--- config.mk ---
export PLATFORM = sky130hd
export DESIGN_NAME = neoB1Video
export DESIGN_NICKNAME = d
export VERILOG_FILES = /design/src/logic/neoVideoPkg.sv /design/src/logic/spriteWriter.sv /design/src/logic/lineBuffer.sv /design/src/logic/pixelMixer.sv /design/src/logic/neoB1Video.sv
export SDC_FILE = /design/constraint.sdc
export NUM_CORES = 2
export LEC_CHECK = 0
export CELL_PAD_IN_SITES_DETAIL_PLACEMENT = 1
export CELL_PAD_IN_SITES_GLOBAL_PLACEMENT = 1
export CORE_ASPECT_RATIO = 1.1
export CORE_UTILIZATION = 54
export CTS_BUF_LIST = sky130_fd_sc_hd__clkbuf_4
export DETAILED_ROUTE_END_ITERATION = 8
export DONT_BUFFER_PORTS = 1
export MAX_ROUTING_LAYER = met4
export PLACE_DENSITY = 0.93
export SLEW_MARGIN = 20
export SYNTH_ARGS = -nofsm -noshare
export SYNTH_HDL_FRONTEND = slang
export SYNTH_SLANG_ARGS = --single-unit
--- constraint.sdc ---
create_clock -name CLK_SPR_PAL -period 2.9 [get_ports CLK_SPR_PAL]
set_input_delay 0.145 -clock CLK_SPR_PAL [delete_from_list [all_inputs] [get_ports CLK_SPR_PAL]]
set_output_delay 0.145 -clock CLK_SPR_PAL [all_outputs]
set_load 0.01 [all_outputs]
--- src/logic/neoVideoPkg.sv ---
package neoVideoPkg;

	// Pixel bus shared by sprite attributes and fix palette
	localparam int pBusWidth = 24;

	// Line buffer entry holds an 8-bit sprite palette over a 4-bit colour
	localparam int lbWord = 12;

	// All ones after read-out
	// Gives the backdrop palette address when nothing was drawn
	localparam logic [lbWord-1:0] lbCleared = '1;

	// One bus word read as sprite attributes or as fix palette
	// attrLoad uses the sprite view and fixLoad the fix view
	typedef union packed {
		struct packed {
			logic [7:0] sprPal;       // Sprite palette in the top byte
			logic [7:0] sprX;         // Sprite X position
			logic [7:0] sprUnused;
		} spr;
		struct packed {
			logic [3:0]  fixUnusedHi;
			logic [3:0]  fixPal;      // Bits 19..16 like the real chip
			logic [15:0] fixUnusedLo;
		} fix;
		logic [pBusWidth-1:0] raw;     // Plain view for driving the bus
	} pBusWord;

endpackage

--- src/logic/spriteWriter.sv ---
`timescale 1ns/100ps

module spriteWriter #(
	parameter int lineLength = 64               // Pixels per line, even
) (
	input  logic                            CLK_SPR_PAL,
	input  logic                            rstN,
	input  neoVideoPkg::pBusWord            pBus,
	input  logic                            attrLoad,     // Latch palette and X
	input  logic                            pixWrite,     // One pixel pair per strobe
	input  logic [3:0]                      gad,          // Even pixel
	input  logic [3:0]                      gbd,          // Odd pixel
	output logic                            wrEvenEn,
	output logic                            wrOddEn,
	output logic [7:0]                      wrPairAddr,
	output logic [neoVideoPkg::lbWord-1:0]  wrEvenData,
	output logic [neoVideoPkg::lbWord-1:0]  wrOddData
);
	import neoVideoPkg::*;

	// Number of even/odd pairs on one line
	localparam int pairCount = lineLength / 2;
	localparam logic [7:0] pairLimit = 8'(pairCount);

	logic [7:0] sprPal;        // Palette of the sprite being drawn
	logic [7:0] pairAddr;      // Next pair to write
	logic       pairInLine;    // Pair lies inside the visible line
	logic       evenOpaque;
	logic       oddOpaque;
	logic [lbWord-1:0] evenEntry;
	logic [lbWord-1:0] oddEntry;

	// Palette only shows on the bus with attrLoad, so hold it here
	always_ff @(posedge CLK_SPR_PAL)
	begin
		if (attrLoad)
			sprPal <= pBus.spr.sprPal;
	end

	// Pair counter
	// Loaded from X/2, X LSB dropped since pairs start on even pixels
	always_ff @(posedge CLK_SPR_PAL or negedge rstN)
	begin
		if (!rstN)
			pairAddr <= '0;
		else if (attrLoad)
			pairAddr <= {1'b0, pBus.spr.sprX[7:1]};
		else if (pixWrite && (pairAddr != 8'hff))
			pairAddr <= pairAddr + 8'd1;    // Stop at top, avoids wrapping back in-line
	end

	// Right edge clip
	assign pairInLine = (pairAddr < pairLimit);

	// Colour 0 is transparent
	assign evenOpaque = |gad;
	assign oddOpaque  = |gbd;

	// Palette above the nibble
	assign evenEntry = {sprPal, gad};
	assign oddEntry  = {sprPal, gbd};

	// Enables follow the strobe in the same cycle
	// Halves are independent, so a half-transparent pair still writes the other half
	assign wrEvenEn = pixWrite & pairInLine & evenOpaque;
	assign wrOddEn  = pixWrite & pairInLine & oddOpaque;

	assign wrPairAddr = pairAddr;
	assign wrEvenData = evenEntry;
	assign wrOddData  = oddEntry;

	// Writes are only taken by the buffer on the enabled edge
	// Data lines may carry junk otherwise

	// Sequence per sprite slice:
	//   attrLoad      -> palette, pair = X/2
	//   pixWrite x N  -> pairs X/2 .. X/2+N-1
	// Pairs past the line end keep counting but never write

	// attrLoad and pixWrite never overlap, attrLoad wins anyway

endmodule

--- src/logic/lineBuffer.sv ---
`timescale 1ns/100ps

module lineBuffer #(
	parameter int lineLength = 64              // Even, at most 256
) (
	input  logic                            CLK_SPR_PAL,
	input  logic                            rstN,
	input  logic                            wrEvenEn,
	input  logic                            wrOddEn,
	input  logic [7:0]                      wrPairAddr,
	input  logic [neoVideoPkg::lbWord-1:0]  wrEvenData,
	input  logic [neoVideoPkg::lbWord-1:0]  wrOddData,
	input  logic                            lineStart,     // Bank swap and read restart
	output logic [neoVideoPkg::lbWord-1:0]  rdData,
	output logic                            rdOdd,
	output logic                            rdValid
);
	import neoVideoPkg::*;

	localparam int pairCount = lineLength / 2;
	localparam int pairW = $clog2(pairCount);
	localparam logic [7:0] lastPix = 8'(lineLength - 1);

	logic       bankSel;       // 0: render A, display B
	logic       startD;        // lineStart one clock later
	logic       rdActive;      // Line read-out running
	logic [7:0] rdCnt;         // Pixel being read
	logic       rdFire;
	logic [1:0] rdSel;         // {bank, odd} of display half
	logic [lbWord-1:0] rdWord [4];

	// No read on the restart clock
	// Keeps a stale address from clearing the freshly swapped bank
	assign rdFire = rdActive & ~startD;

	// Display bank is the one not rendered
	assign rdSel = {~bankSel, rdCnt[0]};

	// Bank flip, read counter, valid flag
	always_ff @(posedge CLK_SPR_PAL or negedge rstN)
	begin
		if (!rstN)
		begin
			bankSel  <= 1'b0;
			startD   <= 1'b0;
			rdActive <= 1'b0;
			rdCnt    <= '0;
			rdOdd    <= 1'b0;
			rdValid  <= 1'b0;
		end
		else
		begin
			startD  <= lineStart;
			rdValid <= rdFire;
			if (lineStart)
				bankSel <= ~bankSel;     // Writes after this edge go to the other bank
			if (startD)
			begin
				rdCnt    <= '0;          // Also covers an early restart
				rdActive <= 1'b1;
			end
			else if (rdFire)
			begin
				rdOdd <= rdCnt[0];
				rdCnt <= rdCnt + 8'd1;
				if (rdCnt == lastPix)
					rdActive <= 1'b0;     // Last pixel of the line
			end
		end
	end

	// Output entry, only meaningful with rdValid
	always_ff @(posedge CLK_SPR_PAL)
	begin
		if (rdFire)
			rdData <= rdWord[rdSel];
	end

	// Four halves: 0 even A, 1 odd A, 2 even B, 3 odd B
	for (genvar i = 0; i < 4; i++)
	begin : gArray
		localparam logic arrBank = 1'(i >> 1);
		localparam logic arrOdd  = 1'(i & 1);

		logic [lbWord-1:0] mem [pairCount];
		logic              isRender;
		logic              wrHit;        // Sprite pixel write
		logic              clrHit;       // Clear behind the read

		assign isRender = (arrBank == bankSel);
		assign wrHit    = isRender & (arrOdd ? wrOddEn : wrEvenEn);
		assign clrHit   = ~isRender & rdFire & (rdCnt[0] == arrOdd);

		// Same location that the read counter points at
		assign rdWord[i] = mem[rdCnt[pairW:1]];

		// Buffer comes up empty; read-then-clear keeps it that way per line
		always_ff @(posedge CLK_SPR_PAL or negedge rstN)
		begin
			if (!rstN)
			begin
				for (int j = 0; j < pairCount; j++)
					mem[j] <= lbCleared;
			end
			else if (wrHit)
				mem[wrPairAddr[pairW-1:0]] <= arrOdd ? wrOddData : wrEvenData;
			else if (clrHit)
				mem[rdCnt[pairW:1]] <= lbCleared;   // Stands in for the pull-ups
		end
	end

	// Pixel k: address in cycle after t0+1+k, data and valid at t0+2+k
	// Render and display never share an array, so write and clear never collide

endmodule

--- src/logic/pixelMixer.sv ---
`timescale 1ns/100ps

module pixelMixer (
	input  logic                            CLK_SPR_PAL,
	input  logic                            rstN,
	input  neoVideoPkg::pBusWord            pBus,
	input  logic                            fixLoad,     // Latch fix palette
	input  logic [7:0]                      fixD,        // Two fix pixels per byte
	input  logic                            chbl,        // Blanking
	input  logic [neoVideoPkg::lbWord-1:0]  rdData,
	input  logic                            rdOdd,
	input  logic                            rdValid,
	output logic [11:0]                     pa,          // Palette RAM address
	output logic                            paValid
);
	import neoVideoPkg::*;

	logic [3:0]        fixPal;
	logic [7:0]        fixA;         // First delay stage
	logic [7:0]        fixB;         // Lined up with rdData
	logic              chblA;
	logic              chblB;
	logic [3:0]        fixColor;
	logic              fixOpaque;
	logic [lbWord-1:0] paNext;

	// Fix palette from bits 19..16 of the bus
	always_ff @(posedge CLK_SPR_PAL)
	begin
		if (fixLoad)
			fixPal <= pBus.fix.fixPal;
	end

	// Two stages to meet the line buffer read latency
	always_ff @(posedge CLK_SPR_PAL)
	begin
		fixA <= fixD;
		fixB <= fixA;
	end

	always_ff @(posedge CLK_SPR_PAL or negedge rstN)
	begin
		if (!rstN)
		begin
			chblA <= 1'b0;
			chblB <= 1'b0;
		end
		else
		begin
			chblA <= chbl;
			chblB <= chblA;
		end
	end

	// Odd pixels on bits 7/5/3/1, even ones on 6/4/2/0
	assign fixColor = rdOdd ? {fixB[7], fixB[5], fixB[3], fixB[1]}
	                        : {fixB[6], fixB[4], fixB[2], fixB[0]};
	assign fixOpaque = |fixColor;

	// Priority: blanking, then opaque fix, then sprite entry
	always_comb
	begin
		if (chblB)
			paNext = '0;
		else if (fixOpaque)
			paNext = {4'b0000, fixPal, fixColor};   // Fix palettes sit in the low 16
		else
			paNext = rdData;                         // All ones when nothing drawn
	end

	// Address register, held between lines
	always_ff @(posedge CLK_SPR_PAL or negedge rstN)
	begin
		if (!rstN)
		begin
			pa      <= '0;
			paValid <= 1'b0;
		end
		else
		begin
			paValid <= rdValid;
			if (rdValid)
				pa <= paNext;
		end
	end

endmodule

--- src/logic/neoB1Video.sv ---
`timescale 1ns/100ps

module neoB1Video #(
	parameter int lineLength = 64               // Pixels per line
) (
	input  logic                  CLK_SPR_PAL,
	input  logic                  rstN,
	input  neoVideoPkg::pBusWord  pBus,
	input  logic                  attrLoad,
	input  logic                  pixWrite,
	input  logic [3:0]            gad,
	input  logic [3:0]            gbd,
	input  logic                  lineStart,
	input  logic                  fixLoad,
	input  logic [7:0]            fixD,
	input  logic                  chbl,
	output logic [11:0]           pa,
	output logic                  paValid
);
	import neoVideoPkg::*;

	// Writer to buffer
	logic              wrEvenEn;
	logic              wrOddEn;
	logic [7:0]        wrPairAddr;
	logic [lbWord-1:0] wrEvenData;
	logic [lbWord-1:0] wrOddData;

	// Buffer to mixer
	logic [lbWord-1:0] rdData;
	logic              rdOdd;
	logic              rdValid;

	// Sprite pixels into the render bank
	spriteWriter #(
		.lineLength (lineLength)
	) i_spriteWriter (
		.CLK_SPR_PAL (CLK_SPR_PAL),
		.rstN        (rstN),
		.pBus        (pBus),
		.attrLoad    (attrLoad),
		.pixWrite    (pixWrite),
		.gad         (gad),
		.gbd         (gbd),
		.wrEvenEn    (wrEvenEn),
		.wrOddEn     (wrOddEn),
		.wrPairAddr  (wrPairAddr),
		.wrEvenData  (wrEvenData),
		.wrOddData   (wrOddData)
	);

	// Ping-pong banks, display side read and cleared
	lineBuffer #(
		.lineLength (lineLength)
	) i_lineBuffer (
		.CLK_SPR_PAL (CLK_SPR_PAL),
		.rstN        (rstN),
		.wrEvenEn    (wrEvenEn),
		.wrOddEn     (wrOddEn),
		.wrPairAddr  (wrPairAddr),
		.wrEvenData  (wrEvenData),
		.wrOddData   (wrOddData),
		.lineStart   (lineStart),
		.rdData      (rdData),
		.rdOdd       (rdOdd),
		.rdValid     (rdValid)
	);

	// Fix over sprite, blanking, PA register
	// Three clocks from lineStart to pixel 0 on pa
	pixelMixer i_pixelMixer (
		.CLK_SPR_PAL (CLK_SPR_PAL),
		.rstN        (rstN),
		.pBus        (pBus),
		.fixLoad     (fixLoad),
		.fixD        (fixD),
		.chbl        (chbl),
		.rdData      (rdData),
		.rdOdd       (rdOdd),
		.rdValid     (rdValid),
		.pa          (pa),
		.paValid     (paValid)
	);

endmodule

==> flow_metrics.py, run 1 <==
metrics = {
    "status": {
        "error_line": "[ERROR GRT-0116] Global routing finished with congestion. Check the congestion regions in the DRC Viewer.",
        "outcome": "stopped before the end",
        "failing_step": "global routing",
    },
    "synth": {
        "synthCells": 6900,
        "syn_avg_cell_area_um2": 10.8,
        "syn_nets": 6952,
        "synth_edf_count": 24,
        "ys.flop_type": "dfstp_2",
        "synth_seq_cells": 1612,
        "netlist_area_um2": 74700,
        "synth_cell_types": 70,
        "synth-seq-area-share": 0.566,
        "yosys_warnings": 0,
        "async_flop_share": 0.975,
    },
    "placed_design": {
        "dpl_cell_area_um2": 80400,
        "post-dp-hpwl_mm": 251,
        "routabilityCongestion": 1.27,
        "placed_cells": 8737,
        "port_buffers": 0,
    },
    "die": {
        "ioPinCount": 60,
        "dieWidth_um": 357,
        "start_util": 0.546,
        "dieHeight_um": 392,
        "rows": 142,
    },
    "global_routing": {
        "gr-usage-all-layers": 0.888,
        "grt_pass1_vias": 100984,
        "grt_pass1_wl_mm": 863,
        "grt_overflow": 2517,
        "grt_max_degree": 244,
    },
    "clock_network": {
        "cts_root_buf": "clkbuf_4",
        "cts_buffer_depth": 4,
        "clkSinkCount": 1612,
        "cts_made_buffers": 410,
        "h-tree-depth": 5,
    },
}
[kinds of logic after synthesis]
kind of cell | count (synthesis) | share of synthesized area
and+or+nand+nor | 2115 | 0.115
muxes | 594 | 0.116
AOI/OAI and AO/OA | 1885 | 0.159
DFF | 1612 | 0.566
xor gates and xnor gates | 12 | 0.00141
buffers and inverters | 677 | 0.0411
adders and majority gates | 5 | 0.000837
[per-layer routing]
| metal | track usage | GRT overflow |
|---|---|---|
| met5 | - | - |
| met1 | 0.852 | 317 |
| met2 | 0.980 | 1200 |
| met3 | 0.826 | 305 |
| met4 | 0.881 | 695 |
[metrics by stage]
| step | hold slack [ns] | setup TNS, ns | setup slack (ns) |
|---|---|---|---|
| 2_1_floorplan | -0.151 | 0 | 0.604 |
| 3_3_place_gp | -0.150 | -1.32 | -0.369 |
| 3_5_place_dp | -0.150 | -39.37 | -0.438 |
| 4_1_cts | 0.0312 | -9.49 | -0.180 |
[cells in the mapped netlist, types with 4 or more instances]
cell type | number | area share
o21ai_1 | 9 | 0.00060
o22ai_1 | 211 | 0.018
a21o_1 | 4 | 0.00040
a211oi_1 | 18 | 0.0018
inv_1 | 17 | 0.00085
ha_1 | 5 | 0.00084
o21bai_1 | 4 | 0.00040
nand4_1 | 31 | 0.0026
mux2_2 | 10 | 0.0015
nor2b_1 | 17 | 0.0014
a221o_1 | 264 | 0.035
nand4bb_1 | 5 | 0.00075
a32o_1 | 6 | 0.00080
clkbuf_1 | 347 | 0.017
or4_1 | 5 | 0.00050
nor2_2 | 8 | 0.00067
nor3_1 | 38 | 0.0025
buf_6 | 10 | 0.0015
a41oi_1 | 7 | 0.00082
a221oi_1 | 6 | 0.00070
o211ai_1 | 15 | 0.0015
dfstp_2 | 1536 | 0.54
mux2i_1 | 367 | 0.049
nand4b_1 | 4 | 0.00047
mux4_2 | 217 | 0.065
nor2_1 | 1361 | 0.068
a22o_1 | 9 | 0.0011
edfxtp_1 | 24 | 0.0096
nand2_1 | 427 | 0.021
buf_4 | 45 | 0.0045
xor2_1 | 9 | 0.0011
dfrtp_1 | 36 | 0.012
buf_2 | 226 | 0.015
or3_1 | 5 | 0.00042
o21ai_0 | 71 | 0.0048
nand3_1 | 165 | 0.011
o22a_1 | 83 | 0.0097
nor4_1 | 13 | 0.0011
a21oi_1 | 1059 | 0.071
buf_1 | 30 | 0.0015
nand2b_1 | 16 | 0.0013
dfxtp_1 | 16 | 0.0043
a22oi_1 | 59 | 0.0059
a2bb2oi_1 | 40 | 0.0047
[what timing repair did]
item	4_1_cts
buffers inserted	10
gates cloned	2
pin swaps	7
hold buffers	108
setup endpoints to repair	634
endpoints found under the hold margin	1951
gates resized for setup	108
==> run 2: changes to the inputs <==
CELL_PAD_IN_SITES_DETAIL_PLACEMENT = unset   (was 1)
CELL_PAD_IN_SITES_GLOBAL_PLACEMENT = unset   (was 1)
CORE_ASPECT_RATIO = unset   (was 1.1)
CORE_UTILIZATION = 40   (was 54)
CTS_BUF_LIST = unset   (was sky130_fd_sc_hd__clkbuf_4)
MAX_ROUTING_LAYER = unset   (was met4)
PLACE_DENSITY = unset   (was 0.93)
PLACE_DENSITY_LB_ADDON = 0.15   (was unset)
==> flow_metrics.py, run 2 <==
metrics = {
    "die": {
        "rows": 158,
        "start_util": 0.403,
        "dieHeight_um": 434,
        "die_area_um2": 189000,
        "dieWidth_um": 434,
        "core_um2": 185000,
        "ioPinCount": 60,
    },
    "synth": {
        "synth_cell_types": 70,
        "synthCells": 6900,
        "netlist_area_um2": 74700,
        "synth.top_cell.area_share": 0.540,
        "async_flop_share": 0.975,
        "synth_xor_area_frac": 0.00141,
        "synth-compound-area-share": 0.159,
        "syn_nets": 6952,
        "yosys_warnings": 0,
        "synth_seq_cells": 1612,
        "yosys.area.top_type": "dfstp_2",
        "syn_avg_cell_area_um2": 10.8,
        "yosysMostFrequentCell": "dfstp_2",
        "synth_adder_area_share": 0.000837,
        "synthTopCellsByCount": "1,536 x dfstp_2, 1,361 x nor2_1, 1,059 x a21oi_1, 427 x nand2_1, 367 x mux2i_1",
        "yosys.area_share.simple": 0.115,
        "ys_top_cells_by_area": "dfstp_2 54%, a21oi_1 7.1%, nor2_1 6.8%",
        "muxShareOfSynthArea": 0.116,
        "synth_edf_count": 24,
        "synth_top_family_by_area": "compound AO/OA/AOI/OAI gates",
        "ys.flop_type": "dfstp_2",
        "synth-seq-area-share": 0.566,
    },
    "timing": {
        "fin_skew_ns": 0.0368,
        "setup_tns_ns": -0.273,
        "layout_min_cycle_time_ns": 2.97,
        "final-setup-viol-count": 8,
        "slew_headroom": 0.222,
        "final_min_period_over_clock_period": 1.02,
        "max_freq_mhz": 337,
        "hold_viol": 0,
        "finalMaxSlewViolations": 0,
        "rsz0062_at_grt": "true",
        "worst_pin_slew_ns": 1.16,
        "worst_slack_ns": -0.0659,
    },
    "min_path": {
        "hold_class": "input pin to register",
    },
    "global_routing": {
        "grt_overflow": 0,
        "grt_pass1_vias": 60976,
        "gr-usage-all-layers": 0.362,
        "antenna_found_initial": 22,
        "grt_pass1_wl_mm": 481,
        "grt_max_degree": 222,
    },
    "placed_design": {
        "routabilityCongestion": 1.02,
        "pre_cts_ws_ns": -0.680,
        "port_buffers": 0,
        "dpl_cell_area_um2": 83100,
        "placed_cells": 9553,
        "post-dp-hpwl_mm": 241,
    },
    "detailed_routing": {
        "antenna_left": 0,
        "first_pass_iters": 6,
        "drcViolationCount": 0,
        "vias_per_cell": 6.24,
        "finalWirelength_mm": 344,
        "vias": 62313,
        "drt_iter0_markers": 7647,
        "wire_per_inst_um": 34.4,
    },
    "cells_and_area": {
        "final_cell_area_um2": 90900,
        "final_nets": 7408,
        "final_cell_mix": "1,536 x dfstp_2, 1,341 x nor2_1, 1,055 x a21oi_1, 699 x buf_4, 426 x nand2_1",
        "syn_to_final_growth_pct": 21.7,
        "filler_cell_count": 16956,
        "largest-register": "i_lineBuffer.gArray.mem",
        "final_common_cell": "dfstp_2",
        "largest_registers": "i_lineBuffer.gArray.mem (1536), i_lineBuffer.rdData (12), i_pixelMixer.pa (12)",
        "ff_latch_area_um2": 42300,
        "layout-drive-gt1-share": 0.402,
        "final_cells": 9988,
        "multi_input_area_um2": 29800,
        "largest_reg_flops": 1536,
    },
    "setup_path": {
        "crit_required_ns": 3.60,
        "path_max_fanout": 14,
        "arrival_ns": 3.66,
        "end_kind": "register",
        "start_kind": "register",
        "criticalPathCategory": "register to register",
    },
    "status": {
        "failed_checks": "setup timing",
        "outcome": "complete, but fails checks",
    },
    "clock_network": {
        "h-tree-depth": 4,
        "cts_root_buf": "clkbuf_16",
        "clk_pin_slew_worst_paths_ns": 0.06,
        "cts_tree": "built",
        "cts_made_buffers": 182,
        "clk_latency_ns": 0.87,
        "cts_buffer_depth": 3,
        "clkSinkCount": 1612,
    },
    "power_and_ir_drop": {
        "power.total_mw": 73.0,
        "cellPowerDensity_nw_per_um2": 803,
        "vdd_drop_max_uv": 581,
        "leakagePower_nw": 35.0,
    },
    "job": {
        "max_cap_viol_count": 0,
    },
}
run 2: cell counts after synthesis:
No cell type changed its count.
run 2: cells by family after synthesis:
family / Yosys count
buffers and inverters: 677
adders and majority gates: 5
muxes: 594
and+or+nand+nor: 2115
DFF: 1612
AOI/OAI and AO/OA: 1885
xor gates and xnor gates: 12
run 2: final cells by class:
type                            count  area share
Antenna cell                        4    0.000110
Clock buffer                      278      0.0604
Clock inverter                     54     0.00875
Inverter                           18    0.000743
Multi-Input combinational cell   4611       0.328
Sequential cell                  1612       0.465
Tap cell                         2480      0.0341
Timing Repair Buffer              931       0.102
run 2: worst paths after layout:
check | from | end | slack, ns | cells after the start
max | i_lineBuffer.rdCnt[4] | i_lineBuffer.rdData[1] | -0.07 | 8
min | pixWrite | i_lineBuffer.gArray[2].mem[83] | 0.08 | 5
max reg2reg | i_lineBuffer.rdCnt[4] | i_lineBuffer.rdData[1] | -0.07 | 8
min reg2reg | i_pixelMixer.fixA[7] | i_pixelMixer.fixB[7] | 0.33 | 0
max in group asynchronous | rstN | i_lineBuffer.gArray[3].mem[198] | 0.21 | 7
min in group asynchronous | rstN | i_lineBuffer.gArray[0].mem[34] | 0.26 | 2
run 2: per-layer routing:
| layer | share of wire | up-vias | GRT usage |
|---|---|---|---|
| met2 | 0.44 | 3166 | 0.541 |
| met3 | 0.087 | 699 | 0.0778 |
| li1 | - | 25711 | - |
| met5 | 0.00043 | - | 0 |
| met1 | 0.41 | 32715 | 0.488 |
| met4 | 0.064 | 22 | 0.200 |
run 2: repair_timing:
action | CTS | global route
buffers inserted | 3 | 8
hold endpoints to repair | 860 | 0
hold buffers | 83 | 0
endpoints found under the setup margin | 10 | 163
resized for setup | 40 | 29
pin swaps | 1 | 3
gates cloned | 1 | 3
run 2: per-stage QoR:
step / utilization / hold slack, ns
floorplan: - / -0.151
global placement: 0.447 / -0.00186
detailed placement: 0.448 / -0.00161
CTS: 0.489 / 0.0238
global route: 0.490 / 0.0833
finish: 0.490 / 0.0793
run 2: critical path: stages, from the launching register on:
cell and delay (ns):
dfrtp_2 0.52, buf_4 0.25, or4b_2 0.76, o22ai_1 0.48, nor4_4 0.12, o311ai_2 0.17
buf_4 0.22, nand2_1 0.09, o22ai_1 0.18
run 2: report_power, final:
group	internal (mW)	total [mW]	leakage [nW]	switching, mW
sequential	30.3	33.1	16.9	2.85
combinational	6.49	15.6	14.9	9.12
clock	14.3	24.3	3.09	9.98
Note: power is estimated with default switching activity, not from simulation.
